==> src/rtl/la32_defines.svh <==
`ifndef LA32_DEFINES_SVH
`define LA32_DEFINES_SVH

`define LA32_RESET_PC   32'h1c00_0000
`define LA32_RA_REG     5'd1

`define LA32_OP6_ALU    6'h00
`define LA32_OP6_LU12I  6'h05
`define LA32_OP6_MEM    6'h0a
`define LA32_OP6_JIRL   6'h13
`define LA32_OP6_B      6'h14
`define LA32_OP6_BL     6'h15
`define LA32_OP6_BEQ    6'h16
`define LA32_OP6_BNE    6'h17

`define LA32_OP4_3R     4'h0
`define LA32_OP4_SHIFT  4'h1
`define LA32_OP4_ADDI   4'ha
`define LA32_OP4_LD_W   4'h2
`define LA32_OP4_ST_W   4'h6

`define LA32_OP2_3R     2'h1
`define LA32_OP2_SHIFT  2'h0

`define LA32_OP5_ADD    5'h00
`define LA32_OP5_SUB    5'h02
`define LA32_OP5_SLT    5'h04
`define LA32_OP5_SLTU   5'h05
`define LA32_OP5_NOR    5'h08
`define LA32_OP5_AND    5'h09
`define LA32_OP5_OR     5'h0a
`define LA32_OP5_XOR    5'h0b
`define LA32_OP5_SLLI   5'h01
`define LA32_OP5_SRLI   5'h09
`define LA32_OP5_SRAI   5'h11

`endif

==> src/rtl/la32_pkg.sv <==
package la32_pkg;

    typedef enum logic [2:0] {
        S_FETCH,
        S_DECODE,
        S_EXECUTE,
        S_MEMORY,
        S_WRITEBACK
    } cpu_state_e;

    typedef enum logic [3:0] {
        ADD,
        SUB,
        SLT,
        SLTU,
        AND,
        NOR,
        OR,
        XOR,
        SLL,
        SRL,
        SRA,
        LUI
    } alu_op_e;

    typedef enum logic [2:0] {
        BR_NONE,
        BR_B,
        BR_BL,
        BR_BEQ,
        BR_BNE,
        BR_JIRL
    } br_kind_e;

    typedef struct packed {
        alu_op_e     alu_op;
        br_kind_e    br_kind;
        logic        src1_is_pc;
        logic        src2_is_imm;
        logic        src_reg_is_rd;
        logic        rf_we;
        logic        mem_rd;
        logic        mem_wr;
        logic [4:0]  dest;
        logic [4:0]  rj;
        logic [4:0]  rk_or_rd;
        logic [31:0] imm;        // second operand when src2_is_imm is set.
        logic [31:0] br_offs;
    } dec_ctrl_t;

    typedef struct packed {
        logic        cyc;
        logic        stb;
        logic        we;
        logic [31:0] adr;
        logic [31:0] dat;
        logic [3:0]  sel;
    } wb_req_t;

    typedef struct packed {
        logic        ack;
        logic [31:0] dat;
    } wb_rsp_t;

    typedef struct packed {
        logic [31:0] pc;
        logic        rf_we;
        logic [4:0]  wnum;
        logic [31:0] wdata;
    } retire_t;

endpackage

==> src/rtl/la32_decoder.sv <==
`include "la32_defines.svh"

module la32_decoder (
    input  logic [31:0]          insn,
    output la32_pkg::dec_ctrl_t  ctrl
);
    import la32_pkg::*;

    logic [5:0]  op6;
    logic [3:0]  op4;
    logic [1:0]  op2;
    logic [4:0]  op5;
    logic [4:0]  rd;
    logic [4:0]  rk;
    logic [31:0] ui5;
    logic [31:0] si12;
    logic [31:0] si16;
    logic [31:0] si20;
    logic [31:0] si26;

    assign op6  = insn[31:26];
    assign op4  = insn[25:22];
    assign op2  = insn[21:20];
    assign op5  = insn[19:15];
    assign rd   = insn[4:0];
    assign rk   = insn[14:10];

    assign ui5  = {27'b0, insn[14:10]};
    assign si12 = {{20{insn[21]}}, insn[21:10]};
    assign si16 = {{14{insn[25]}}, insn[25:10], 2'b0};  // word offset for jirl and branches.
    assign si20 = {insn[24:5], 12'b0};
    assign si26 = {{4{insn[9]}}, insn[9:0], insn[25:10], 2'b0};

    always_comb begin
        ctrl               = '0;        // unknown encodings fall through as no-operations.
        ctrl.alu_op        = ADD;
        ctrl.br_kind       = BR_NONE;
        ctrl.dest          = rd;
        ctrl.rj            = insn[9:5];
        ctrl.br_offs       = si16;
        case (op6)
            `LA32_OP6_ALU: begin
                if (op4 == `LA32_OP4_3R && op2 == `LA32_OP2_3R) begin
                    ctrl.rf_we = 1'b1;
                    case (op5)
                        `LA32_OP5_ADD:  ctrl.alu_op = ADD;
                        `LA32_OP5_SUB:  ctrl.alu_op = SUB;
                        `LA32_OP5_SLT:  ctrl.alu_op = SLT;
                        `LA32_OP5_SLTU: ctrl.alu_op = SLTU;
                        `LA32_OP5_NOR:  ctrl.alu_op = NOR;
                        `LA32_OP5_AND:  ctrl.alu_op = AND;
                        `LA32_OP5_OR:   ctrl.alu_op = OR;
                        `LA32_OP5_XOR:  ctrl.alu_op = XOR;
                        default:        ctrl.rf_we  = 1'b0;
                    endcase
                end else if (op4 == `LA32_OP4_SHIFT && op2 == `LA32_OP2_SHIFT) begin
                    ctrl.rf_we       = 1'b1;
                    ctrl.src2_is_imm = 1'b1;
                    ctrl.imm         = ui5;
                    case (op5)
                        `LA32_OP5_SLLI: ctrl.alu_op = SLL;
                        `LA32_OP5_SRLI: ctrl.alu_op = SRL;
                        `LA32_OP5_SRAI: ctrl.alu_op = SRA;
                        default:        ctrl.rf_we  = 1'b0;
                    endcase
                end else if (op4 == `LA32_OP4_ADDI) begin
                    ctrl.rf_we       = 1'b1;
                    ctrl.src2_is_imm = 1'b1;
                    ctrl.imm         = si12;
                end
            end
            `LA32_OP6_LU12I: begin
                ctrl.rf_we       = ~insn[25];   // the other half of this opcode is not supported.
                ctrl.alu_op      = LUI;
                ctrl.src2_is_imm = 1'b1;
                ctrl.imm         = si20;
            end
            `LA32_OP6_MEM: begin
                ctrl.src2_is_imm   = 1'b1;
                ctrl.imm           = si12;
                ctrl.mem_rd        = (op4 == `LA32_OP4_LD_W);
                ctrl.mem_wr        = (op4 == `LA32_OP4_ST_W);
                ctrl.rf_we         = (op4 == `LA32_OP4_LD_W);
                ctrl.src_reg_is_rd = (op4 == `LA32_OP4_ST_W);
            end
            `LA32_OP6_JIRL: begin
                ctrl.br_kind     = BR_JIRL;
                ctrl.rf_we       = 1'b1;
                ctrl.src1_is_pc  = 1'b1;
                ctrl.src2_is_imm = 1'b1;
                ctrl.imm         = 32'd4;       // link value is pc plus four.
            end
            `LA32_OP6_B, `LA32_OP6_BL: begin
                ctrl.br_kind     = (op6 == `LA32_OP6_BL) ? BR_BL : BR_B;
                ctrl.rf_we       = (op6 == `LA32_OP6_BL);
                ctrl.src1_is_pc  = 1'b1;
                ctrl.src2_is_imm = 1'b1;
                ctrl.imm         = 32'd4;
                ctrl.br_offs     = si26;
                if (op6 == `LA32_OP6_BL) begin
                    ctrl.dest = `LA32_RA_REG;
                end
            end
            `LA32_OP6_BEQ, `LA32_OP6_BNE: begin
                ctrl.br_kind       = (op6 == `LA32_OP6_BEQ) ? BR_BEQ : BR_BNE;
                ctrl.src_reg_is_rd = 1'b1;
            end
            default: ;
        endcase
        ctrl.rk_or_rd = ctrl.src_reg_is_rd ? rd : rk;
    end

endmodule

==> src/rtl/la32_regfile.sv <==
module la32_regfile (
    input  logic        clk,
    input  logic [4:0]  raddr1,
    output logic [31:0] rdata1,
    input  logic [4:0]  raddr2,
    output logic [31:0] rdata2,
    input  logic        we,
    input  logic [4:0]  waddr,
    input  logic [31:0] wdata
);

    logic [31:0] regs [32];

    always_ff @(posedge clk) begin
        if (we && waddr != 5'd0) begin
            regs[waddr] <= wdata;
        end
    end

    // register zero is hardwired, so its storage is never consulted.
    assign rdata1 = (raddr1 == 5'd0) ? 32'd0 : regs[raddr1];
    assign rdata2 = (raddr2 == 5'd0) ? 32'd0 : regs[raddr2];

endmodule

==> src/rtl/la32_execute.sv <==
module la32_execute (
    input  la32_pkg::dec_ctrl_t  ctrl,
    input  logic [31:0]          pc,
    input  logic [31:0]          rj_value,
    input  logic [31:0]          rkd_value,
    input  logic [31:0]          mem_rdata,
    output logic [31:0]          alu_result,
    output logic                 br_taken,
    output logic [31:0]          br_target,
    output logic [31:0]          wb_value
);
    import la32_pkg::*;

    logic [31:0] src1;
    logic [31:0] src2;
    logic [31:0] sum;
    logic [4:0]  shamt;
    logic        rj_eq_rd;

    assign src1  = ctrl.src1_is_pc ? pc : rj_value;
    assign src2  = ctrl.src2_is_imm ? ctrl.imm : rkd_value;
    assign sum   = src1 + src2;
    assign shamt = src2[4:0];

    always_comb begin
        case (ctrl.alu_op)
            ADD:     alu_result = sum;
            SUB:     alu_result = src1 - src2;
            SLT:     alu_result = {31'b0, $signed(src1) < $signed(src2)};
            SLTU:    alu_result = {31'b0, src1 < src2};
            AND:     alu_result = src1 & src2;
            NOR:     alu_result = ~(src1 | src2);
            OR:      alu_result = src1 | src2;
            XOR:     alu_result = src1 ^ src2;
            SLL:     alu_result = src1 << shamt;
            SRL:     alu_result = src1 >> shamt;
            SRA:     alu_result = $unsigned($signed(src1) >>> shamt);
            LUI:     alu_result = src2;
            default: alu_result = sum;
        endcase
    end

    assign rj_eq_rd = (rj_value == rkd_value);

    always_comb begin
        case (ctrl.br_kind)
            BR_BEQ:                 br_taken = rj_eq_rd;
            BR_BNE:                 br_taken = ~rj_eq_rd;
            BR_B, BR_BL, BR_JIRL:   br_taken = 1'b1;
            default:                br_taken = 1'b0;
        endcase
    end

    // jirl jumps relative to its base register, all others relative to pc.
    assign br_target = ((ctrl.br_kind == BR_JIRL) ? rj_value : pc) + ctrl.br_offs;

    assign wb_value = ctrl.mem_rd ? mem_rdata : alu_result;

endmodule

==> src/rtl/la32_sequencer.sv <==
`include "la32_defines.svh"

module la32_sequencer (
    input  logic                 clk,
    input  logic                 reset,
    output la32_pkg::wb_req_t    ibus_req,
    input  la32_pkg::wb_rsp_t    ibus_rsp,
    output la32_pkg::wb_req_t    dbus_req,
    input  la32_pkg::wb_rsp_t    dbus_rsp,
    output logic [31:0]          insn,
    input  la32_pkg::dec_ctrl_t  ctrl,
    output logic [31:0]          pc,
    input  logic [31:0]          alu_result,
    input  logic                 br_taken,
    input  logic [31:0]          br_target,
    input  logic [31:0]          rkd_value,
    input  logic [31:0]          wb_value,
    output logic [31:0]          mem_rdata,
    output logic                 rf_we,
    output logic [4:0]           rf_waddr,
    output logic [31:0]          rf_wdata,
    output logic                 retire_valid,
    output la32_pkg::retire_t    retire
);
    import la32_pkg::*;

    cpu_state_e  state;
    logic        ibus_cyc;
    logic        dbus_cyc;
    logic [31:0] insn_q;
    logic [31:0] result_q;
    logic [31:0] store_q;
    logic [31:0] next_pc;
    logic        short_branch;
    logic        store_done;

    assign next_pc      = br_taken ? br_target : pc + 32'd4;
    assign short_branch = (ctrl.br_kind == BR_B) || (ctrl.br_kind == BR_BEQ) ||
                          (ctrl.br_kind == BR_BNE);  // these finish in decode.
    assign store_done   = (state == S_MEMORY) && dbus_cyc && dbus_rsp.ack && ctrl.mem_wr;

    always_ff @(posedge clk) begin
        if (reset) begin
            state    <= S_FETCH;
            pc       <= `LA32_RESET_PC;
            ibus_cyc <= 1'b0;
            dbus_cyc <= 1'b0;
        end else begin
            case (state)
                S_FETCH: begin
                    if (!ibus_cyc) begin
                        ibus_cyc <= 1'b1;
                    end else if (ibus_rsp.ack) begin
                        ibus_cyc <= 1'b0;
                        state    <= S_DECODE;
                    end
                end
                S_DECODE: begin
                    if (short_branch) begin
                        pc    <= next_pc;
                        state <= S_FETCH;
                    end else begin
                        state <= S_EXECUTE;
                    end
                end
                S_EXECUTE: begin
                    if (ctrl.mem_rd || ctrl.mem_wr) begin
                        dbus_cyc <= 1'b1;
                        state    <= S_MEMORY;
                    end else begin
                        state <= S_WRITEBACK;
                    end
                end
                S_MEMORY: begin
                    if (dbus_rsp.ack) begin
                        dbus_cyc <= 1'b0;
                        if (ctrl.mem_wr) begin
                            pc    <= next_pc;
                            state <= S_FETCH;
                        end else begin
                            state <= S_WRITEBACK;
                        end
                    end
                end
                S_WRITEBACK: begin
                    pc    <= next_pc;
                    state <= S_FETCH;
                end
                default: state <= S_FETCH;
            endcase
        end
    end

    // the address is replaced by the loaded word once the access completes.
    always_ff @(posedge clk) begin
        if (state == S_FETCH && ibus_cyc && ibus_rsp.ack) begin
            insn_q <= ibus_rsp.dat;
        end
        if (state == S_EXECUTE) begin
            result_q <= alu_result;
            store_q  <= rkd_value;
        end else if (state == S_MEMORY && dbus_rsp.ack) begin
            result_q <= dbus_rsp.dat;
        end
    end

    assign ibus_req = '{cyc: ibus_cyc, stb: ibus_cyc, we: 1'b0, adr: pc,
                        dat: 32'd0, sel: 4'hf};
    assign dbus_req = '{cyc: dbus_cyc, stb: dbus_cyc, we: ctrl.mem_wr, adr: result_q,
                        dat: store_q, sel: 4'hf};

    assign insn      = insn_q;
    assign mem_rdata = result_q;

    assign rf_we    = (state == S_WRITEBACK) && ctrl.rf_we;
    assign rf_waddr = ctrl.dest;
    assign rf_wdata = wb_value;

    assign retire_valid = ((state == S_DECODE) && short_branch) || store_done ||
                          (state == S_WRITEBACK);
    assign retire       = '{pc: pc, rf_we: rf_we, wnum: rf_we ? rf_waddr : 5'd0,
                            wdata: rf_we ? rf_wdata : 32'd0};

endmodule

==> src/rtl/la32_cpu_top.sv <==
module la32_cpu_top (
    input  logic               clk,
    input  logic               reset,
    output la32_pkg::wb_req_t  ibus_req,
    input  la32_pkg::wb_rsp_t  ibus_rsp,
    output la32_pkg::wb_req_t  dbus_req,
    input  la32_pkg::wb_rsp_t  dbus_rsp,
    output logic               retire_valid,
    output la32_pkg::retire_t  retire
);
    import la32_pkg::*;

    dec_ctrl_t   ctrl;
    logic [31:0] insn;
    logic [31:0] pc;
    logic [31:0] rj_value;
    logic [31:0] rkd_value;
    logic [31:0] mem_rdata;
    logic [31:0] alu_result;
    logic        br_taken;
    logic [31:0] br_target;
    logic [31:0] wb_value;
    logic        rf_we;
    logic [4:0]  rf_waddr;
    logic [31:0] rf_wdata;

    la32_sequencer u_sequencer (
        .clk          (clk),
        .reset        (reset),
        .ibus_req     (ibus_req),
        .ibus_rsp     (ibus_rsp),
        .dbus_req     (dbus_req),
        .dbus_rsp     (dbus_rsp),
        .insn         (insn),
        .ctrl         (ctrl),
        .pc           (pc),
        .alu_result   (alu_result),
        .br_taken     (br_taken),
        .br_target    (br_target),
        .rkd_value    (rkd_value),
        .wb_value     (wb_value),
        .mem_rdata    (mem_rdata),
        .rf_we        (rf_we),
        .rf_waddr     (rf_waddr),
        .rf_wdata     (rf_wdata),
        .retire_valid (retire_valid),
        .retire       (retire)
    );

    la32_decoder u_decoder (
        .insn (insn),
        .ctrl (ctrl)
    );

    la32_regfile u_regfile (
        .clk    (clk),
        .raddr1 (ctrl.rj),
        .rdata1 (rj_value),
        .raddr2 (ctrl.rk_or_rd),
        .rdata2 (rkd_value),
        .we     (rf_we),
        .waddr  (rf_waddr),
        .wdata  (rf_wdata)
    );

    la32_execute u_execute (
        .ctrl       (ctrl),
        .pc         (pc),
        .rj_value   (rj_value),
        .rkd_value  (rkd_value),
        .mem_rdata  (mem_rdata),
        .alu_result (alu_result),
        .br_taken   (br_taken),
        .br_target  (br_target),
        .wb_value   (wb_value)
    );

endmodule

==> config.mk <==
export PLATFORM = sky130hd
export DESIGN_NAME = la32_cpu_top
export DESIGN_NICKNAME = d
export VERILOG_FILES = /design/src/rtl/la32_pkg.sv /design/src/rtl/la32_decoder.sv /design/src/rtl/la32_regfile.sv /design/src/rtl/la32_execute.sv /design/src/rtl/la32_sequencer.sv /design/src/rtl/la32_cpu_top.sv
export VERILOG_INCLUDE_DIRS = /design/src /design/src/rtl
export SDC_FILE = /design/constraint.sdc
export NUM_CORES = 2
export LEC_CHECK = 0
export CORE_UTILIZATION = 40
export DETAILED_ROUTE_END_ITERATION = 10
export DONT_BUFFER_PORTS = 1
export SLEW_MARGIN = 40
export SYNTH_ARGS = -nofsm -noshare
export SYNTH_HDL_FRONTEND = slang
export SYNTH_SLANG_ARGS = --single-unit
==> constraint.sdc <==
create_clock -name clk -period 10.35 [get_ports clk]
set_input_delay 1.035 -clock clk [delete_from_list [all_inputs] [get_ports clk]]
set_output_delay 1.035 -clock clk [all_outputs]
set_load 0.02 [all_outputs]
==> qor.csv <==
metric,value,unit
Skew-Pair Late Insertion Delay,0.82,ns
Fin. Hold Viols,0,
DPL Wire Length,199400,um
placed inst area,72690,um2
final core utilization,45.43,%
Core Area,170200,um2
Synthesis Warnings,0,
number of global-route vias before repair,51630,
post-place setup slack,0.4784,ns
worst-margin pin slew,0.9468,ns
Sequential Power Share,38.8,%
Syn Inst Count,5694,
Root Buffer,clkbuf_16,
CTS buffer count,130,
Period minus WS final,10.13,ns
fillers,15350,
final net count,5935,
largest net degree at the start of global routing,76,
syn avg cell area,12.09,um2
initial antenna violation count,23,
Syn-to-layout area delta,12.30,%
Worst path slowest cell,or4_1,
"setup slack, reg-to-reg",1.55,ns
CP max FO,26,
via count,55350,
initial core utilization,40.45,%
dpl cells,7869,
PD cells,211.3,nW/um2
PnR worst setup slack,0.2179,ns
Seq cells post-synth,1162,
Final setup viols,0,
# hold bufs at CTS,0,
Die Width,416.9,um
CTS sink cnt,1162,
H-tree Lvls,4,
via/cell ratio,6.794,
clock buffer depth,3,
switching part of the total,36.63,%
power share of the clock group,27.8,%
WL final,297600,um
worst vdd ir,0.0001880,V
fin cells,8147,
Tot GR Track Use,33.24,%
ys async rst share,0,%
Tcrit/Tclk final,97.89,%
CTS tree,done,
status,completed,
DR pass1 iterations,6,
fraction of layout cells with a size suffix above 1,19.94,%
synthesized cell area,68860,um2
Worst Setup End Kind,primary output,
Fin Clk Skew,0.04677,ns
I/O pin total,281,
DIE HEIGHT,416.9,um
slew margin rel.,36.88,%
maximum clock rate,98.70,MHz
Max-Cap Viols,0,
GP Congestion,1.026,
fin. max-slew vios,0,
CP arrival,9.10,ns
leakage power,0.02705,uW
Worst EP required,9.32,ns
DIE AREA,173800,um2
Rows,151,
Psw,5985,uW
clock slew at reported path FFs,0.06,ns
Logic pwr share,33.4,%
CP top delay family,compound AO/OA/AOI/OAI gates,
GR Overflow Total,0,
Post-synth EDFFs,1120,
CP Class,register to primary output,
sequential area share after synthesis,50.06,%
First DRT Iteration DRCs,8340,
Int Pwr,10360,uW
Crit path top cell by count,a21oi_1,
Hold Path Class,primary input to register,
WL per Instance,36.52,um
Antenna Nets Post-Route,0,
total negative slack,0,ns
PortBufs,0,
Startpoint Class,register,
"Distinct cells, synth",101,
max incr delay on CP,0.71,ns
fin area,77330,um2
dominant synthesized flop cell,edfxtp_1,
residual DRC count,0,
first-pass GRT wire length,407100,um
CP bufs+invs,3,
cells by family (layout without fill, tap and decap cells):
group / count (synthesis) / in the layout / synth area share, %
AND/OR/NAND/NOR: 1404 / 1405 / 9.286
AO/OA/AOI/OAI: 1369 / 1372 / 14.13
flip-flops: 1162 / 1162 / 50.06
multiplexers: 852 / 852 / 18.34
buffers and inverters: 710 / 779 / 4.942
adder cells (fa/ha/maj): 130 / 130 / 2.395
XOR/XNOR: 65 / 65 / 0.8376
other: 2 / 87 / 0.01091
metal layers:
metal  global-route usage, %  up-vias  part of all wire, %
li1                        -    22390                    -
met1                   42.37    27930                   37
met2                   50.24     4068                   44
met3                   8.739      942                   12
met4                   21.08       16                  7.5
met5                       0        -                0.044
per-stage QoR:
step                hold slack (ns)  power (uW)
floorplan                    0.4943        9297
global placement             0.6154       11670
detailed placement           0.6231       11690
CTS                          0.2810       16180
global route                 0.2906       16760
finish                       0.3111       16340
layout by cell type (no fill, tap or decap), types with 26 or more instances in the layout:
master     Yosys  final
o211ai_1      97     97
dfxtp_1       42     37
o2111ai_1     81     81
mux4_2       314    314
and3_1        44     44
and2_1        26     26
nand2b_1      32     31
o21a_1        27     27
nor2_4         0     34
o2111a_1      35     35
mux2i_1      402    401
clkbuf_16      0    136
a211oi_1     105    104
inv_1        202    201
o21ai_0      154    142
xnor2_1       51     50
clkbuf_1     216     30
a22oi_1       36     34
conb_1         2     73
nor2_1       367    317
edfxtp_1    1120   1120
nor3_1       158    153
clkinv_1       1     26
a21oi_1      325    302
nand2_1      501    501
a21o_1        42     42
nand3_1      123    120
buf_4        114    298
ha_1         127    127
mux2_2       136    136
a31oi_1       45     44
nor2b_1       29     26
a221oi_1      50     50
o22ai_1       64     63
synth_stat cells (123+ instances only):
| cell | count | area [um2] |
|---|---|---|
| a21oi_1 | 325 | 1627 |
| clkbuf_1 | 216 | 810.8 |
| edfxtp_1 | 1120 | 33630 |
| ha_1 | 127 | 1589 |
| inv_1 | 202 | 758.2 |
| mux2_2 | 136 | 1531 |
| mux2i_1 | 402 | 4024 |
| mux4_2 | 314 | 7072 |
| nand2_1 | 501 | 1881 |
| nand3_1 | 123 | 615.6 |
| nor2_1 | 367 | 1378 |
| nor3_1 | 158 | 790.8 |
| o21ai_0 | 154 | 770.7 |
sequential cells by signal (all words and copies together) (netlist names), named ones only:
signal / flops
u_regfile.regs: 1024
u_sequencer.insn: 32
u_sequencer.mem_rdata: 32
u_sequencer.store_q: 32
u_sequencer.pc: 30
u_sequencer.state: 3
u_sequencer.dbus_cyc: 1
u_sequencer.ibus_cyc: 1
layout make-up:
cell class	instances	area, um2	share of cell area [%]
sequential	1162	34490	44.60
multi-input combinational	3897	32120	41.53
clock inverter	67	573.1	0.7410
antenna	14	35.03	0.04530
tap	2295	2872	3.713
inverter	203	767.0	0.9918
clock buffer	166	3505	4.532
timing repair buffer	343	2972	3.843
timing repair:
| item | 4_1_cts | 5_1_grt |
|---|---|---|
| pin swaps | 3 | 7 |
| endpoints found under the setup margin | 10 | 14 |
| gates resized for setup | 6 | 25 |
| cloned | 2 | 4 |
| setup buffers | 0 | 20 |
power groups by stage:
| stage | Sequential (uW) | Clock (uW) | Combinational [uW] |
|---|---|---|---|
| 3_5_place_dp | 6430 | 0 | 5260 |
| 3_3_place_gp | 6430 | 0 | 5240 |
| 6_report | 6340 | 4540 | 5460 |
| 5_1_grt | 6340 | 4740 | 5670 |
| 4_1_cts | 6340 | 4560 | 5280 |
| 2_1_floorplan | 6390 | 0 | 2910 |
path summary, 6_finish.rpt:
| kind | start | endpoint | cells past startpoint |
|---|---|---|---|
| setup / recovery | u_sequencer.insn[31] | retire[30] | 27 |
| hold / removal | ibus_rsp[2] | u_sequencer.insn[2] | 0 |
| setup reg to reg | u_sequencer.insn[31] | u_regfile.regs[15][30] | 27 |
| hold reg to reg | u_sequencer.state[2] | u_sequencer.state[0] | 1 |
worst reg2reg max path: stages, from the launching register on:
cell and delay, ns:
edfxtp_1 0.51, or3_4 0.51, or4_1 0.71, buf_4 0.29
o211ai_4 0.29, buf_6 0.40, mux2_2 0.40, o211ai_1 0.16
a21oi_1 0.11, nor4_2 0.49, o21a_1 0.24, ha_1 0.34
nand2b_1 0.11, a21oi_1 0.08, or2_2 0.32, a22o_1 0.22
a211oi_2 0.33, a211o_1 0.26, a21oi_1 0.16, o2111a_1 0.30
a21oi_1 0.41, a2111oi_2 0.19, o41ai_2 0.35, o21ai_0 0.14
o21ba_2 0.27, nor3_1 0.40, nor2_2 0.14, buf_4 0.26
Power figures use the tool's default switching activity.
